File: src/design/morse_settings.svh
`ifndef MORSE_SETTINGS_SVH
`define MORSE_SETTINGS_SVH

// gap lengths in clock cycles
`define MORSE_CHAR_GAP 3
`define MORSE_WORD_GAP 7

// deepest tree level that still holds a letter
`define MORSE_MAX_DEPTH 4

// output character width
`define MORSE_CHAR_W 8

// special output codes
`define MORSE_NO_CHAR 8'hff
`define MORSE_SPACE 8'h20

`endif
File: src/design/morse_pkg.sv
package morse_pkg;

        // symbol stream between keyer and decoder
        typedef enum logic [2:0] {
                sym_none     = 3'd0,
                sym_dot      = 3'd1,
                sym_dash     = 3'd2,
                sym_char_gap = 3'd3,
                sym_word_gap = 3'd4
        } morse_sym_t;

endpackage

File: src/design/morse_top.sv
`timescale 1ns/1ns
`include "morse_settings.svh"

module morse_top
        import morse_pkg::*;
(
        input  logic                     clk,
        input  logic                     rst,
        input  logic                     dot_in,
        input  logic                     dash_in,
        input  logic                     char_gap_in,
        input  logic                     word_gap_in,
        output logic [`MORSE_CHAR_W-1:0] sout
);

        // symbol stream, no back-pressure
        morse_sym_t sym;

        morse_keyer u_keyer (
                .clk         (clk),
                .rst         (rst),
                .dot_in      (dot_in),
                .dash_in     (dash_in),
                .char_gap_in (char_gap_in),
                .word_gap_in (word_gap_in),
                .sym         (sym)
        );

        morse_decoder u_decoder (
                .clk  (clk),
                .rst  (rst),
                .sym  (sym),
                .sout (sout)
        );

endmodule

File: src/design/morse_decoder.sv
`timescale 1ns/1ns
`include "morse_settings.svh"

module morse_decoder
        import morse_pkg::*;
(
        input  logic                     clk,
        input  logic                     rst,
        input  morse_sym_t               sym,
        output logic [`MORSE_CHAR_W-1:0] sout
);

        localparam int idx_w = `MORSE_MAX_DEPTH + 1;
        localparam logic [idx_w-1:0] root_idx = idx_w'(1);

        logic [idx_w-1:0]         index;
        logic                     invalid;
        logic                     full;
        logic [`MORSE_CHAR_W-1:0] rom_char;

        morse_char_rom u_rom (
                .index     (index),
                .char_code (rom_char)
        );

        // marker bit reached the top, no room for another symbol
        assign full = index[idx_w-1];

        always_ff @(posedge clk or negedge rst) begin
                if (!rst) begin
                        index   <= root_idx;
                        invalid <= 1'b0;
                        sout    <= `MORSE_NO_CHAR;
                end else begin
                        sout <= `MORSE_NO_CHAR;
                        case (sym)
                        sym_dot, sym_dash: begin
                                // dot appends 0, dash appends 1
                                if (full)
                                        invalid <= 1'b1;
                                else
                                        index <= {index[idx_w-2:0], sym == sym_dash};
                        end
                        sym_char_gap: begin
                                sout    <= invalid ? `MORSE_NO_CHAR : rom_char;
                                index   <= root_idx;
                                invalid <= 1'b0;
                        end
                        sym_word_gap: begin
                                // pending character is dropped silently
                                if (index == root_idx)
                                        sout <= `MORSE_SPACE;
                                index   <= root_idx;
                                invalid <= 1'b0;
                        end
                        default: ;
                        endcase
                end
        end

endmodule

File: src/design/morse_keyer.sv
`timescale 1ns/1ns
`include "morse_settings.svh"

module morse_keyer
        import morse_pkg::*;
(
        input  logic       clk,
        input  logic       rst,
        input  logic       dot_in,
        input  logic       dash_in,
        input  logic       char_gap_in,
        input  logic       word_gap_in,
        output morse_sym_t sym
);

        localparam int cnt_w = $clog2(`MORSE_WORD_GAP);

        localparam logic [1:0] st_idle = 2'd0;
        localparam logic [1:0] st_mark = 2'd1;
        localparam logic [1:0] st_gap  = 2'd2;

        logic [1:0]       state;
        logic [cnt_w-1:0] cnt;
        morse_sym_t       pick;
        morse_sym_t       held;

        // dot over dash over char gap over word gap
        always_comb begin
                if (dot_in)
                        pick = sym_dot;
                else if (dash_in)
                        pick = sym_dash;
                else if (char_gap_in)
                        pick = sym_char_gap;
                else if (word_gap_in)
                        pick = sym_word_gap;
                else
                        pick = sym_none;
        end

        always_ff @(posedge clk or negedge rst) begin
                if (!rst) begin
                        state <= st_idle;
                        cnt   <= '0;
                end else begin
                        case (state)
                        st_idle: begin
                                case (pick)
                                sym_dot, sym_dash: state <= st_mark;
                                sym_char_gap: begin
                                        state <= st_gap;
                                        cnt   <= cnt_w'(`MORSE_CHAR_GAP - 1);
                                end
                                sym_word_gap: begin
                                        state <= st_gap;
                                        cnt   <= cnt_w'(`MORSE_WORD_GAP - 1);
                                end
                                default: state <= st_idle;
                                endcase
                        end
                        st_mark: state <= st_idle;
                        st_gap: begin
                                // gap symbol goes out in the cycle where cnt is zero
                                if (cnt == '0)
                                        state <= st_idle;
                                else
                                        cnt <= cnt - 1'b1;
                        end
                        default: state <= st_idle;
                        endcase
                end
        end

        // symbol latched on the sampling edge, inputs ignored while busy
        always_ff @(posedge clk) begin
                if (state == st_idle)
                        held <= pick;
        end

        assign sym = (state == st_mark || (state == st_gap && cnt == '0)) ? held : sym_none;

endmodule

File: src/design/morse_char_rom.sv
`timescale 1ns/1ns
`include "morse_settings.svh"

// index is a leading 1 followed by the keyed symbols, dot 0 and dash 1
module morse_char_rom (
        input  logic [`MORSE_MAX_DEPTH:0]  index,
        output logic [`MORSE_CHAR_W-1:0]   char_code
);

        always_comb begin
                case (index)
                // one symbol
                2:  char_code = "e";
                3:  char_code = "t";
                // two symbols
                4:  char_code = "i";
                5:  char_code = "a";
                6:  char_code = "n";
                7:  char_code = "m";
                // three symbols
                8:  char_code = "s";
                9:  char_code = "u";
                10: char_code = "r";
                11: char_code = "w";
                12: char_code = "d";
                13: char_code = "k";
                14: char_code = "g";
                15: char_code = "o";
                // four symbols, gaps in the table have no letter
                16: char_code = "h";
                17: char_code = "v";
                18: char_code = "f";
                20: char_code = "l";
                22: char_code = "p";
                23: char_code = "j";
                24: char_code = "b";
                25: char_code = "x";
                26: char_code = "c";
                27: char_code = "y";
                28: char_code = "z";
                29: char_code = "q";
                default: char_code = `MORSE_NO_CHAR;
                endcase
        end

endmodule

File: config.mk
export PLATFORM = sky130hd
export DESIGN_NAME = morse_top
export DESIGN_NICKNAME = d
export VERILOG_FILES = /design/src/design/morse_pkg.sv /design/src/design/morse_top.sv /design/src/design/morse_decoder.sv /design/src/design/morse_keyer.sv /design/src/design/morse_char_rom.sv
export VERILOG_INCLUDE_DIRS = /design/src /design/src/design
export SDC_FILE = /design/constraint.sdc
export NUM_CORES = 1
export LEC_CHECK = 0
export BUFFER_PORTS_ARGS = -buffer_cell sky130_fd_sc_hd__clkbuf_2
export CAP_MARGIN = 20
export CORE_ASPECT_RATIO = 2
export CORE_MARGIN = 10
export CORE_UTILIZATION = 55
export CTS_CLUSTER_DIAMETER = 60
export DETAILED_ROUTE_END_ITERATION = 10
export HOLD_SLACK_MARGIN = 0.15
export PLACE_DENSITY = 0.75
export SYNTH_ARGS = -nofsm -noshare
export SYNTH_HDL_FRONTEND = slang
export SYNTH_SLANG_ARGS = --single-unit
File: constraint.sdc
create_clock -name clk -period 2.2 [get_ports clk]
set_input_delay 0.22 -clock clk [delete_from_list [all_inputs] [get_ports clk]]
set_output_delay 0.22 -clock clk [all_outputs]
set_load 0.05 [all_outputs]
; ---- Word-level counts from Yosys, hierarchy flattened
; Memories as Yosys holds them, arrays and structs flattened.
; Index checks and enable logic that the tools add are counted.
; W data, S select, Z words.
[word_totals]
register_bits = 22
latchBits = 0
mem_bits_ro = 192
output_inout_bits = 8
inputBits = 6
ram_bits = 0
mem_count = 1
[classes]
div_mod_pow = 0
n_mux = 18
bitwise = 0
n_reduce_logical = 13
eq_ne = 16
addsub = 1
n_shift = 0
mul = 0
magnitude_cmp = 0
[memory_table]
columns = name, depth, word_bits, read_ports, rd_ports_with_merged_regs, write_ports, line
row1 = (name not given), 32, 6, 1, 0, 0, morse_char_rom.sv:11  ; case (index)
[op_table]
columns = operator, n
row1 = $mux W3, 6
row2 = $mux W8, 2
row3 = $pmux W8 S2, 1
row4 = $eq A3 B2 Y1 const B, 4
row5 = $pmux W3 S2, 2
row6 = $pmux W5 S2, 1
row7 = $pmux W2 S2, 2
row8 = $reduce_or A2 Y1, 4
row9 = $eq A3 B1 Y1 const B, 2
row10 = $eq A3 B3 Y1 const B, 2
row11 = $eq A5 B1 Y1 const B, 1
row12 = $mux W5, 1
row13 = $ne A2 B1 Y1 const B, 2
row14 = $ne A2 B2 Y1 const B, 2
row15 = $reduce_and A2 Y1, 2
row16 = $reduce_bool A2 Y1, 2
row17 = $logic_not A3 Y1, 1
row18 = $ne A3 B3 Y1 const B, 1
row19 = $reduce_and A3 Y1, 1
row20 = $sub A3 B1 Y3 const B, 1
row21 = $eq A2 B1 Y1 const B, 1
row22 = $eq A2 B2 Y1 const B, 1
row23 = $logic_not A2 Y1, 1
row24 = $mux W2, 1
row25 = other kinds (4), 4

; ---- Logic depth before layout (Yosys ltp)
[logic_depth]
word_depth = 8
depth_mapped = 7

; ---- Cells and area by module
; Synthesis repeated with hierarchy kept, for this count alone.
[unflattened]
hier_cells = 156
area_unflattened_um2 = 1500.2
[by_module_without_submodules]
columns = mod, area_each_um2, seq_area_each_um2, cells_per_inst, instances
row1 = morse_decoder, 661.9, 361.6, 61, 1
row2 = morse_char_rom, 420.4, 0.0, 54, 1
row3 = morse_keyer, 417.9, 215.2, 41, 1

; ---- Worst setup path before layout
; No wires, ideal clock.
[synth_path]
kind = register to register
from = reg u_decoder.index[0]
to = reg u_decoder.sout[3]
setup_time_ns = 0.061
required_time_ns = 2.139
path_stages_with_launch = 6
setup_slack_ns = 0.450
period_less_slack_ns = 1.750
arrival_time_ns = 1.689
path_cell_list = dfstp_2 inv_1 ha_1 mux4_2 a22oi_1 o31a_1
[synth_via]
elab_chain_cells = 3
word_cells_on_any_way = 5
cone_classes = 1 x eq/ne / 3 x mux / 1 x memory
[synth_lines]
columns = element, line
row1 = "start, declared", morse_decoder.sv:16  ; logic [idx_w-1:0] index;
row2 = "start signal, assigned", morse_decoder.sv:31  ; index <= root_idx;
row3 = "start signal, assigned", morse_decoder.sv:42  ; index <= {index[idx_w-2:0], sym == sym_dash};
row4 = "start signal, assigned", morse_decoder.sv:46  ; index <= root_idx;
row5 = $mem_v2 Z32 W6 / $eq A5 B1 Y1 (equally long branches), n/a
row6 = $mux W8 (on tied branches), "morse_decoder.sv:45, morse_decoder.sv:51"
row7 = $pmux W8 S2 (*), morse_decoder.sv:36  ; case (sym)
row8 = "end signal, assigned", morse_decoder.sv:35  ; sout <= `MORSE_NO_CHAR;
row9 = "end signal, assigned", morse_decoder.sv:45  ; sout <= invalid ? `MORSE_NO_CHAR : rom_char;
row10 = "end signal, assigned", morse_decoder.sv:52  ; sout <= `MORSE_SPACE;
row11 = "end, declared", morse_decoder.sv:10  ; output logic [`MORSE_CHAR_W-1:0] sout
; Every way passes the cells marked *; elsewhere a longest branch is shown, timed or not.
; A chain may end at the register's enable or synchronous reset.

; ---- Worst setup path in the final report
[layout_path]
from = reg u_decoder.index[0]
to = reg u_decoder.sout[1]
; Same word-level chain as after synthesis.

==> metrics.cfg <==
[global_route]
grtUsageTotal = 0.131
grt_overflow = 0
grt_pass1_wl_um = 5710
antenna_found_initial = 0
grt_max_degree = 26
grt_pass1_vias = 1318

[detailed_routing]
dr.pass1.iters = 4
drt_wl_total_um = 3350
num_vias = 1240
first_iter_violations = 43
post_drt_wl_per_cell_um = 16.8
drc_errors = 0
ant_nets = 0
routed_via_density = 6.23

[cts]
path_clk_slew_ns = 0.08
root_buffer = clkbuf_8
cts_max_level = 1
cts_setup_buffers = 0
cts_tree = built
clock_sinks = 21
clock_latency_ns = 0.27
cts_resized = 0
clockBufferDepth = 2
numCtsBuffers = 3

[die]
die-area_um2 = 5290
die_x_um = 56.7
rows = 26
core-area_um2 = 2570
initial_core_util = 0.575
die_y_um = 93.3
ios = 14

[placed_design]
dp_hpwl_um = 2620
port-buffer-count = 12
placed_cell_area_um2 = 1550
gp_congestion = 0.894

[logic_synthesis]
syn-num-nets = 177
yosysSeqAreaShare = 0.373
syn_inst = 162
syn_area_per_cell_um2 = 9.12
synthArstFlopShare = 0.857
yosys_warnings = 0
yosysUniqueCellTypes = 52
synth_top_cell_area_share = 0.169
synth_commonest_cells = 13 x nor2_1, 12 x inv_1, 10 x dfrtp_1
synth.area.top_cells = dfrtp_1 17%, dfstp_2 14%, ha_1 7.6%
ys.flop_type = dfrtp_1
synth.most_common_cell = nor2_1
synth_area_leader_cell = dfrtp_1
syn-cell-area_um2 = 1480
ys_ff_latch = 21
synth-edff-count = 3

[sta]
setup_violations = 0
finalMaxSlewViolations = 0
post-route-period-util = 0.892
rsz0062_at_grt = no
setup_tns_ns = 0
clock_skew_ns = 0.00549
hold_viol = 0
worstMarginPinSlew_ns = 0.722
fin_crit_ns = 1.96
relSlewSlack = 0.518
fmax_ghz = 0.509

[final_layout]
final_design_area_no_fill_um2 = 1600
area_delta_synth_final_pct = 8.47
drive_above_1_share = 0.205
utilization = 0.624
fin_nets = 187
diodes = 0

[setup_path]
cp.required_ns = 2.39
critPathMaxFanout = 10
cp-end-kind = flop
crit_type = flop to flop
crit_path_start_kind = flop
worstPathArrival_ns = 2.15

[power]
pwr-share-comb = 0.544
leakagePower_nw = 0.670
swShare = 0.482
switchingPower_mw = 1.15
p_per_area_nw_per_um2 = 1490
clock_power_share = 0.111
vdd_drop_max_mv = 0.814
p_int_mw = 1.24
seqPwrFrac = 0.345
totalPowerFinal_mw = 2.38

[min_path]
hold_class = primary input to flop

[flow_run]
cap_violations = 0

[outcome]
status = finished, final reports clean

## logic make-up after synthesis
| kind of cell | after synthesis | share of synthesized area |
|---|---|---|
| compound gates | 47 | 0.222 |
| simple gates | 51 | 0.181 |
| flops | 21 | 0.373 |
| other cells | 1 | 0.00254 |
| mux | 6 | 0.0601 |
| fa+ha+maj | 10 | 0.0830 |
| buf+inv | 24 | 0.0669 |
| xor+xnor | 2 | 0.0119 |
## layout by cell type (no fill, tap or decap), types with 2 or more instances in the layout
cell type and count:
mux4_2 2, nor2_1 13, o21a_1 3, a22oi_1 2, nor2b_1 2, buf_4 3
a21o_1 2, xor2_1 2, o31ai_1 2, dfstp_2 8, inv_1 12, a21oi_1 6
nand4_1 4, and2_1 2, clkbuf_8 3, mux2_1 2, nor3_1 4, o21ai_0 3
a31oi_1 2, o21ai_1 7, nand2_1 9, ha_1 9, o211ai_1 6, nand3_1 4
clkbuf_2 12, a211oi_1 2, a311oi_1 3, nand2b_1 6, dfrtp_1 10, edfxtp_1 3
## flip-flops by register name, summed over array words and instances (netlist names)
name / flops
u_decoder.index: 5
u_keyer.held: 3
u_decoder.invalid: 1
u_keyer.state: 2
u_decoder.sout: 7
u_keyer.cnt: 3
## critical path, stage by stage, from the launching register on
cell,delay (ns)
dfstp_2,0.62
inv_1,0.13
ha_1,0.22
mux4_2,0.44
a221oi_1,0.37
o21ai_1,0.10
## through the flow
stage	worst slack, ns	cells	hold WS, ns
finish	0.237	199	0.218
global route	0.146	199	0.242
CTS	0.243	199	0.221
detailed placement	0.253	194	0.193
global placement	0.344	194	0.180
floorplan	0.450	162	-0.0756
## what timing repair did
action / 4_1_cts / 5_1_grt
hold buffers: 1 / 0
endpoints found under the setup margin: 0 / 0
hold endpoints to repair: 10 / 0
## layout make-up
class / count / area [um2]
timing repair buffer: 16 / 92.6
tap: 28 / 35.0
clock buffer: 3 / 41.3
multi-input combinational: 117 / 828
inverter: 13 / 48.8
clock inverter: 1 / 6.26
sequential: 21 / 551
fill: 230 / 967
## routing by layer
layer,wire [um],track usage,vias up
met2,1800,0.244,30
met1,1190,0.115,593
met5,0,0,-
met4,210,0.0968,0
li1,-,-,601
met3,140,0.0325,16
## power by group through the flow
stage	combinational [mW]	clock, mW	sequential [mW]
after floorplan	1.04	0	0.764
after global placement	1.24	0	0.820
after detailed placement	1.29	0	0.827
after CTS	1.30	0.264	0.821
after global routing	1.45	0.292	0.851
final	1.30	0.264	0.823
## path summary, 6_finish.rpt
path                       slack, ns                  to          startpoint  cells past startpoint
min reg2reg                     0.50      u_keyer.cnt[1]      u_keyer.cnt[1]                      1
max in group asynchronous       1.42  u_decoder.index[0]                 rst                      2
min in group asynchronous       0.43  u_decoder.index[4]                 rst                      2
max                             0.24   u_decoder.sout[1]  u_decoder.index[0]                      5
min                             0.22    u_keyer.state[0]             dash_in                      2
max reg2reg                     0.24   u_decoder.sout[1]  u_decoder.index[0]                      5
Note: power is estimated with default switching activity, not from simulation.
